$ cat src/id_settings.svh
`ifndef ID_SETTINGS_SVH
`define ID_SETTINGS_SVH

// datapath
`define ID_DATA_W       32
`define ID_REG_ADDR_W   5
`define ID_NUM_RD_PORTS 2

// instruction word fields
`define ID_OPCODE_W     6
`define ID_FUNCT_W      6
`define ID_SHAMT_W      5
`define ID_IMM_W        16

// control fields towards execute
`define ID_ALUOP_W      8
`define ID_ALUSEL_W     3

`endif

$ cat src/id_pkg.sv
`include "id_settings.svh"

package id_pkg;

    typedef logic [`ID_DATA_W-1:0]     word_t;
    typedef logic [`ID_REG_ADDR_W-1:0] reg_addr_t;

    // major opcodes
    typedef enum logic [`ID_OPCODE_W-1:0] {
        OP_SPECIAL = 6'b000000,
        OP_ANDI    = 6'b001100,
        OP_ORI     = 6'b001101,
        OP_XORI    = 6'b001110,
        OP_LUI     = 6'b001111
    } opcode_e;

    // function codes under SPECIAL
    typedef enum logic [`ID_FUNCT_W-1:0] {
        FN_SLL  = 6'b000000,
        FN_SRL  = 6'b000010,
        FN_SRA  = 6'b000011,
        FN_SLLV = 6'b000100,
        FN_SRLV = 6'b000110,
        FN_SRAV = 6'b000111,
        FN_AND  = 6'b100100,
        FN_OR   = 6'b100101,
        FN_XOR  = 6'b100110,
        FN_NOR  = 6'b100111
    } funct_e;

    typedef enum logic [`ID_ALUOP_W-1:0] {
        ALU_NOP = 8'b00000000,
        ALU_SRL = 8'b00000010,
        ALU_SRA = 8'b00000011,
        ALU_AND = 8'b00100100,
        ALU_OR  = 8'b00100101,
        ALU_XOR = 8'b00100110,
        ALU_NOR = 8'b00100111,
        ALU_SLL = 8'b01111100
    } aluop_e;

    typedef enum logic [`ID_ALUSEL_W-1:0] {
        SEL_NOP   = 3'b000,
        SEL_LOGIC = 3'b001,
        SEL_SHIFT = 3'b010
    } alusel_e;

    typedef struct packed {
        opcode_e                opcode;
        reg_addr_t              rs;
        reg_addr_t              rt;
        reg_addr_t              rd;
        logic [`ID_SHAMT_W-1:0] shamt;
        funct_e                 funct;
    } r_inst_t;

    typedef struct packed {
        opcode_e              opcode;
        reg_addr_t            rs;
        reg_addr_t            rt;
        logic [`ID_IMM_W-1:0] imm16;
    } i_inst_t;

    // same 32-bit word seen as R-type or I-type
    typedef union packed {
        r_inst_t r;
        i_inst_t i;
    } inst_u;

endpackage

$ cat src/id_decoder.sv
`timescale 1ns/10ps
`include "id_settings.svh"

module id_decoder import id_pkg::*; (
    input  inst_u                           inst_i,
    output logic [`ID_NUM_RD_PORTS-1:0]     re_o,
    output reg_addr_t [`ID_NUM_RD_PORTS-1:0] raddr_o,
    output word_t                           imm_o,
    output aluop_e                          aluop_o,
    output alusel_e                         alusel_o,
    output reg_addr_t                       wd_o,
    output logic                            wreg_o,
    output logic                            invalid_o
);

    logic top_zero;
    logic shift_imm;

    // sll/srl/sra carry zeros in opcode and rs
    assign top_zero  = ({inst_i.r.opcode, inst_i.r.rs} == '0);
    assign shift_imm = top_zero && ((inst_i.r.funct == FN_SLL) ||
                                    (inst_i.r.funct == FN_SRL) ||
                                    (inst_i.r.funct == FN_SRA));

    always_comb begin
        re_o       = '0;
        raddr_o[0] = inst_i.r.rs;
        raddr_o[1] = inst_i.r.rt;
        imm_o      = '0;
        aluop_o    = ALU_NOP;
        alusel_o   = SEL_NOP;
        wd_o       = inst_i.r.rd;
        wreg_o     = 1'b0;
        invalid_o  = 1'b1;

        case (inst_i.r.opcode)
            OP_SPECIAL: begin
                case (inst_i.r.funct)
                    FN_OR: begin
                        aluop_o  = ALU_OR;
                        alusel_o = SEL_LOGIC;
                    end
                    FN_AND: begin
                        aluop_o  = ALU_AND;
                        alusel_o = SEL_LOGIC;
                    end
                    FN_XOR: begin
                        aluop_o  = ALU_XOR;
                        alusel_o = SEL_LOGIC;
                    end
                    FN_NOR: begin
                        aluop_o  = ALU_NOR;
                        alusel_o = SEL_LOGIC;
                    end
                    FN_SLLV: begin
                        aluop_o  = ALU_SLL;
                        alusel_o = SEL_SHIFT;
                    end
                    FN_SRLV: begin
                        aluop_o  = ALU_SRL;
                        alusel_o = SEL_SHIFT;
                    end
                    FN_SRAV: begin
                        aluop_o  = ALU_SRA;
                        alusel_o = SEL_SHIFT;
                    end
                    default: begin
                    end
                endcase
                // register-register forms read rs and rt and write rd
                if (alusel_o != SEL_NOP) begin
                    re_o      = '1;
                    wreg_o    = 1'b1;
                    invalid_o = 1'b0;
                end
            end
            OP_ORI, OP_ANDI, OP_XORI, OP_LUI: begin
                case (inst_i.i.opcode)
                    OP_ANDI: aluop_o = ALU_AND;
                    OP_XORI: aluop_o = ALU_XOR;
                    default: aluop_o = ALU_OR;
                endcase
                alusel_o  = SEL_LOGIC;
                re_o[0]   = 1'b1;
                wd_o      = inst_i.i.rt;
                wreg_o    = 1'b1;
                invalid_o = 1'b0;
                if (inst_i.i.opcode == OP_LUI) begin
                    imm_o = {inst_i.i.imm16, {(`ID_DATA_W-`ID_IMM_W){1'b0}}};
                end else begin
                    imm_o = {{(`ID_DATA_W-`ID_IMM_W){1'b0}}, inst_i.i.imm16};
                end
            end
            default: begin
            end
        endcase

        // shift by shamt reads rt on port 1 and puts shamt in operand 1
        if (shift_imm) begin
            case (inst_i.r.funct)
                FN_SRL:  aluop_o = ALU_SRL;
                FN_SRA:  aluop_o = ALU_SRA;
                default: aluop_o = ALU_SLL;
            endcase
            alusel_o  = SEL_SHIFT;
            re_o      = '0;
            re_o[1]   = 1'b1;
            imm_o     = {{(`ID_DATA_W-`ID_SHAMT_W){1'b0}}, inst_i.r.shamt};
            wd_o      = inst_i.r.rd;
            wreg_o    = 1'b1;
            invalid_o = 1'b0;
        end
    end

endmodule

$ cat src/id_operand_sel.sv
`timescale 1ns/10ps

module id_operand_sel import id_pkg::*; (
    input  logic      re_i,
    input  reg_addr_t raddr_i,
    input  word_t     rdata_i,
    input  word_t     imm_i,
    input  logic      ex_wreg_i,
    input  reg_addr_t ex_wd_i,
    input  word_t     ex_wdata_i,
    input  logic      mem_wreg_i,
    input  reg_addr_t mem_wd_i,
    input  word_t     mem_wdata_i,
    output word_t     operand_o
);

    logic ex_hit;
    logic mem_hit;

    // r0 is forwarded like any other register
    assign ex_hit  = ex_wreg_i && (ex_wd_i == raddr_i);
    assign mem_hit = mem_wreg_i && (mem_wd_i == raddr_i);

    always_comb begin
        if (!re_i) begin
            operand_o = imm_i;
        end else if (ex_hit) begin
            operand_o = ex_wdata_i;
        end else if (mem_hit) begin
            operand_o = mem_wdata_i;
        end else begin
            operand_o = rdata_i;
        end
    end

endmodule

$ cat src/id_ex_reg.sv
`timescale 1ns/10ps

module id_ex_reg import id_pkg::*; (
    input  logic      clk,
    input  logic      rst_i,
    input  aluop_e    aluop_i,
    input  alusel_e   alusel_i,
    input  reg_addr_t wd_i,
    input  logic      wreg_i,
    input  logic      invalid_i,
    input  word_t     reg1_i,
    input  word_t     reg2_i,
    output aluop_e    aluop_o,
    output alusel_e   alusel_o,
    output reg_addr_t wd_o,
    output logic      wreg_o,
    output logic      invalid_o,
    output word_t     reg1_o,
    output word_t     reg2_o
);

    // control fields reset to a bubble
    always_ff @(posedge clk) begin
        if (rst_i) begin
            aluop_o   <= ALU_NOP;
            alusel_o  <= SEL_NOP;
            wd_o      <= '0;
            wreg_o    <= 1'b0;
            invalid_o <= 1'b0;
        end else begin
            aluop_o   <= aluop_i;
            alusel_o  <= alusel_i;
            wd_o      <= wd_i;
            wreg_o    <= wreg_i;
            invalid_o <= invalid_i;
        end
    end

    // operands
    always_ff @(posedge clk) begin
        if (rst_i) begin
            reg1_o <= '0;
            reg2_o <= '0;
        end else begin
            reg1_o <= reg1_i;
            reg2_o <= reg2_i;
        end
    end

endmodule

$ cat src/id_stage.sv
`timescale 1ns/10ps
`include "id_settings.svh"

module id_stage import id_pkg::*; (
    input  logic                             clk,
    input  logic                             rst_i,
    input  inst_u                            inst_i,
    input  word_t [`ID_NUM_RD_PORTS-1:0]     reg_rdata_i,
    input  logic                             ex_wreg_i,
    input  reg_addr_t                        ex_wd_i,
    input  word_t                            ex_wdata_i,
    input  logic                             mem_wreg_i,
    input  reg_addr_t                        mem_wd_i,
    input  word_t                            mem_wdata_i,
    output logic [`ID_NUM_RD_PORTS-1:0]      reg_re_o,
    output reg_addr_t [`ID_NUM_RD_PORTS-1:0] reg_raddr_o,
    output aluop_e                           aluop_o,
    output alusel_e                          alusel_o,
    output word_t                            reg1_o,
    output word_t                            reg2_o,
    output reg_addr_t                        wd_o,
    output logic                             wreg_o,
    output logic                             inst_invalid_o
);

    word_t                        imm;
    aluop_e                       dec_aluop;
    alusel_e                      dec_alusel;
    reg_addr_t                    dec_wd;
    logic                         dec_wreg;
    logic                         dec_invalid;
    word_t [`ID_NUM_RD_PORTS-1:0] operand;

    id_decoder i_id_decoder (
        .inst_i    (inst_i),
        .re_o      (reg_re_o),
        .raddr_o   (reg_raddr_o),
        .imm_o     (imm),
        .aluop_o   (dec_aluop),
        .alusel_o  (dec_alusel),
        .wd_o      (dec_wd),
        .wreg_o    (dec_wreg),
        .invalid_o (dec_invalid)
    );

    // one selector per read port
    for (genvar p = 0; p < `ID_NUM_RD_PORTS; p++) begin : g_sel
        id_operand_sel i_id_operand_sel (
            .re_i        (reg_re_o[p]),
            .raddr_i     (reg_raddr_o[p]),
            .rdata_i     (reg_rdata_i[p]),
            .imm_i       (imm),
            .ex_wreg_i   (ex_wreg_i),
            .ex_wd_i     (ex_wd_i),
            .ex_wdata_i  (ex_wdata_i),
            .mem_wreg_i  (mem_wreg_i),
            .mem_wd_i    (mem_wd_i),
            .mem_wdata_i (mem_wdata_i),
            .operand_o   (operand[p])
        );
    end

    id_ex_reg i_id_ex_reg (
        .clk       (clk),
        .rst_i     (rst_i),
        .aluop_i   (dec_aluop),
        .alusel_i  (dec_alusel),
        .wd_i      (dec_wd),
        .wreg_i    (dec_wreg),
        .invalid_i (dec_invalid),
        .reg1_i    (operand[0]),
        .reg2_i    (operand[1]),
        .aluop_o   (aluop_o),
        .alusel_o  (alusel_o),
        .wd_o      (wd_o),
        .wreg_o    (wreg_o),
        .invalid_o (inst_invalid_o),
        .reg1_o    (reg1_o),
        .reg2_o    (reg2_o)
    );

endmodule

$ cat config.mk
export PLATFORM = sky130hd
export DESIGN_NAME = id_stage
export DESIGN_NICKNAME = d
export VERILOG_FILES = /design/src/id_pkg.sv /design/src/id_decoder.sv /design/src/id_operand_sel.sv /design/src/id_ex_reg.sv /design/src/id_stage.sv
export VERILOG_INCLUDE_DIRS = /design/src
export SDC_FILE = /design/constraint.sdc
export NUM_CORES = 1
export LEC_CHECK = 0
export ABC_AREA = 1
export BUFFER_PORTS_ARGS = -buffer_cell sky130_fd_sc_hd__buf_2
export CAP_MARGIN = 20
export CORE_MARGIN = 2
export CORE_UTILIZATION = 51
export DETAILED_ROUTE_END_ITERATION = 8
export PLACE_DENSITY = 0.9
export REMOVE_ABC_BUFFERS = 1
export SLEW_MARGIN = 20
export SYNTH_ARGS = -nofsm -noshare
export SYNTH_HDL_FRONTEND = slang
export SYNTH_SLANG_ARGS = --single-unit
$ cat constraint.sdc
create_clock -name clk -period 3.01 [get_ports clk]
set_clock_uncertainty 0.2 [all_clocks]
set_input_delay 0.602 -clock clk [delete_from_list [all_inputs] [get_ports clk]]
set_output_delay 0.602 -clock clk [all_outputs]
set_load 0.1 [all_outputs]
# Word-level counts from Yosys, hierarchy flattened
# Cells that the tools add are included.
word_totals:
  wordCells: 69
  reg_bits: 82
  output_inout_bits: 94
  inputBits: 174
classes:
  n_eq_ne: 17
  mux: 29
  reduce_logical: 15
ops:
  columns: ["op", "n"]
  rows:
  - ["32-bit two-way mux", 9]
  - ["7-bit one-hot mux with 7 select lines", 1]
  - ["6-bit by 4-bit == test with 1-bit output (second input constant)", 4]
  - ["6-bit == test (second input constant)", 4]
  - ["5-bit == test", 4]
  - ["6-bit by 3-bit == test with 1-bit output (second input constant)", 3]
  - ["8-bit one-hot mux with 2 select lines", 1]
  - ["7-bit one-hot mux with 2 select lines", 1]
  - ["6-bit by 2-bit == test with 1-bit output (second input constant)", 2]
  - ["6-bit zero test", 2]
  - ["11-bit zero test", 1]
  - ["5-bit two-way mux", 2]
  - ["8-bit two-way mux", 1]
  - ["2-bit one-hot mux with 2 select lines", 2]
  - ["4-bit OR reduction", 2]
  - ["2-bit two-way mux", 3]
  - ["1-bit one-hot mux with 2 select lines", 3]
  - ["3-bit one-hot mux with 2 select lines", 1]
  - ["1-bit logical AND", 5]
  - ["1-bit two-way mux", 4]
  - ["3-bit two-way mux", 1]
  - ["3-bit nonzero test", 1]
  - ["3-bit OR reduction", 1]
  - ["1-bit logical OR", 2]
  - ["2-bit OR reduction", 1]

# Longest topological paths before layout
logic_depth:
  word_depth: 9
  ltp_mapped: 11
  depth_no_buf: 10

# By module
# A second synthesis with hierarchy kept.
unflattened:
  cells_unflattened: 1091
  hier_area_um2: 6173.4
modules_own_cells:
  columns: ["module", "cells_each", "n_inst", "area_per_inst_um2"]
  rows:
  - ["id_operand_sel", 333, 2, 1482.7]
  - ["id_ex_reg", 255, 1, 2378.5]
  - ["id_decoder", 170, 1, 829.5]

# Worst setup path before layout
# Ideal clock, no wire load.
synth_path:
  path_type: "in2out"
  startpoint: "input inst_i[26] (netlist bit)"
  endpoint: "output reg_re_o[1]"
  path_slack_ns: 0.563
  arrival_ns: 1.645
  stages: 7
  path_cell_list: "nor2_2 > nand3_2 > nor2_8 > nand3_4 > nand2_8 > buf_8 > buf_4"
synth_via:
  elab_chain_cells: 3
synth_rtl:
  columns: ["item", "line_no", "text"]
  rows:
  - ["start, declared", "id_stage.sv:7", "input inst_u inst_i,"]
  - ["6-bit zero test / 11-bit zero test (equally long branches)", "id_decoder.sv:36, id_decoder.sv:20", null]
  - ["1-bit two-way mux / 1-bit logical AND (equally long branches)", "id_decoder.sv:36, id_decoder.sv:21", null]
  - ["2-bit two-way mux *", "id_decoder.sv:99", "if (shift_imm) begin"]
  - ["end, declared", "id_stage.sv:15", "output logic [`ID_NUM_RD_PORTS-1:0] reg_re_o,"]
# Mark *: on every way between the ends. The rest lies on a longest branch, timed or not.

# Final worst setup path
layout_path:
  startpoint: "input inst_i[21] (netlist bit)"
  endpoint: "output reg_re_o[1]"
layout_via:
  elab_chain_cells: 3
layout_rtl:
  columns: ["item", "line_no", "text"]
  rows:
  - ["11-bit zero test", "id_decoder.sv:20", "assign top_zero = ({inst_i.r.opcode, inst_i.r.rs} == '0);"]
  - ["1-bit logical AND", "id_decoder.sv:21", "assign shift_imm = top_zero && ((inst_i.r.funct == FN_SLL) ||"]
  - ["2-bit two-way mux", "id_decoder.sv:99", null]
# No other way between the ends.

==> results.yml <==
die:
  die-area_um2: 11700
  placementRows: 38
  dieHeight_um: 108
  die_x_um: 108
  start_util_pct: 51.8
  ioPinCount: 268
  fp.coreArea_um2: 10700
grt:
  overflow: 0
  grtUsageTotal_pct: 31.6
  grt_pass1_wl_mm: 29.2
  grt_max_degree: 47
  antenna_found_initial: 1
  grt_pass1_vias: 6067
synth:
  synth_compound_area_share_pct: 12.3
  yosysSeqAreaShare_pct: 27.8
  ys.flop_type: "dfxtp_1"
  synth_xor_area_share_pct: 0.158
  synth.mux.area_fraction_pct: 0
  yosys.area.top_type: "dfxtp_1"
  yosysWarnings: 0
  ys_types: 43
  synthTopCellsByArea: "dfxtp_1 28%, nand2_1 14%, nand3_1 11%, inv_1 6.0%, a21oi_2 5.5%"
  synthArstFlopShare_pct: 0
  synthAdderAreaFrac_pct: 0
  synthSimpleGateAreaFrac_pct: 42.5
  ys_ff_latch: 77
  syn_inst: 852
  synth_edf_count: 0
  avgSynthCellArea_um2: 6.51
  syn_area_um2: 5540
  netlist.area_leader.share_pct: 27.8
  synth_top_family_by_area: "simple AND/OR/NAND/NOR gates"
sta:
  relSlewSlack_pct: 54.2
  fmax_mhz: 392
  finalHoldViolCount: 0
  worst_slew_pin_slew_ns: 0.686
  setup_viol: 0
  period_needed_ns: 2.55
  tns_ns: 0
  finalCritPeriodShare_pct: 84.7
  drv_slew: 0
  grt_setup_unrepaired: "false"
power_and_ir_drop:
  sequentialPowerShare_pct: 41.3
  pwr-share-clk_pct: 31.9
  switching_share_pct: 35.9
  internal_power_w: 0.00161
  comb_power_share_pct: 26.8
  p_sw_w: 0.000900
  p_per_area_nw_per_um2: 363
  peakVddDrop_uv: 253
  p_leak_nw: 3.88
setup_path:
  setup.worst_path.class: "primary input to output pin"
  arrival_ns: 1.75
  critPathSlowestCell: "nor2_1"
  crit_buf_inv: 2
  start_kind: "primary input"
  crit_required_ns: 2.21
  endpoint_kind: "output pin"
  crit_family: "simple AND/OR/NAND/NOR gates"
  path_cells: "buf_2, nor2_1, nand2_2, nor2_4, nand3_4, nand2_8, buf_12"
  slowest_delay_ns: 0.20
  worstPathMaxFanout: 18
placement:
  hpwl_mm: 13.8
  port_buffers: 265
  placed_area_um2: 6700
  dp_cells: 1207
  place.gp.congestion: 0.937
routing:
  drc: 0
  wl_mm: 18.6
  ant_nets: 0
  vias_per_cell: 5.31
  wl_per_cell_um: 15.2
  vias: 6494
  drt-pass1-iter-count: 5
  drt-initial-drc-count: 552
clock_tree:
  cts-root-buf: "clkbuf_8"
  cts_setup_buffers: 0
  cts.sinks: 77
  cts_hold_buf: 0
  cts_tree: "built"
  numCtsBuffers: 9
  ctsResizeCount: 0
  h-tree-depth: 3
  clock_path_buffers: 2
  clk_pin_slew_ns: 0.10
final_layout:
  final_cell_mix: "263 x buf_2, 212 x nand2_1, 126 x nand3_1"
  nFillCells: 999
  multi_input_area_um2: 3060
  layout-drive-gt1-share_pct: 39.1
  final_cell_area_um2: 6900
  layout_commonest_cell: "buf_2"
  finalNonFillerCells: 1224
  seq_area_um2: 1540
  fin_nets: 1252
  syn_to_final_growth_pct: 24.5
worst_hold_path:
  hp-class: "primary input to register"
status:
  status: "completed"
run:
  drv_cap: 0
-- cells by family after synthesis --
logic type	count (synthesis)
XOR/XNOR	1
AO/OA/AOI/OAI	105
flip-flops	77
buffers and inverters	187
other	1
AND/OR/NAND/NOR	481
-- layout make-up --
| type | instances | area share [%] |
|---|---|---|
| Antenna cell | 1 | 0.0363 |
| Clock buffer | 11 | 1.90 |
| Clock inverter | 5 | 0.889 |
| Inverter | 121 | 6.62 |
| Multi-Input combinational cell | 589 | 44.4 |
| Sequential cell | 77 | 22.3 |
| Tap cell | 140 | 2.54 |
| Timing Repair Buffer | 280 | 21.3 |
-- sequential cells by signal, summed over array words and instances (netlist names) --
signal,count
i_id_ex_reg.alusel_o,2
i_id_ex_reg.aluop_o,4
i_id_ex_reg.invalid_o,1
i_id_ex_reg.wreg_o,1
i_id_ex_reg.reg2_o,32
i_id_ex_reg.reg1_o,32
i_id_ex_reg.wd_o,5
-- layer usage --
layer	global-route usage (%)	share of wire [%]	vias up
met5	0	0	-
met4	15.1	3.3	0
met3	5.12	9.2	57
met2	54.9	48	399
met1	37.9	39	2878
li1	-	-	3160
-- through the flow --
stage	worst slack [ns]	hold slack [ns]	total power [W]	util (%)
final	0.462	0.299	0.00251	64.5
after global routing	0.399	0.292	0.00261	64.5
after CTS	0.478	0.292	0.00250	64.5
after detailed placement	0.481	0.676	0.00172	62.7
after global placement	0.491	0.671	0.00172	62.7
after floorplan	0.0106	0.464	0.00141	-
-- final timing paths --
| kind | slack, ns | cells after the start | start | end |
|---|---|---|---|---|
| max | 0.46 | 7 | inst_i[21] | reg_re_o[1] |
| min | 0.30 | 3 | ex_wdata_i[6] | i_id_ex_reg.reg1_o[6] |
-- cells in the mapped netlist, drive strengths merged, types with 3 or more instances --
master         n
a21oi         75
buf           54
clkbuf         9
dfxtp         77
dlygate4sd1    3
inv          121
nand2        240
nand3        142
nand4         29
nor2          65
nor3           3
o21ai         21
-- power groups by stage --
stage	Clock [W]	Combinational [W]	Sequential [W]
after floorplan	0	0.000240	0.00117
after global placement	0	0.000660	0.00106
after detailed placement	0	0.000665	0.00106
after CTS	0.000802	0.000667	0.00104
after global routing	0.000848	0.000722	0.00104
final	0.000799	0.000671	0.00104
Power figures use the tool's default switching activity.
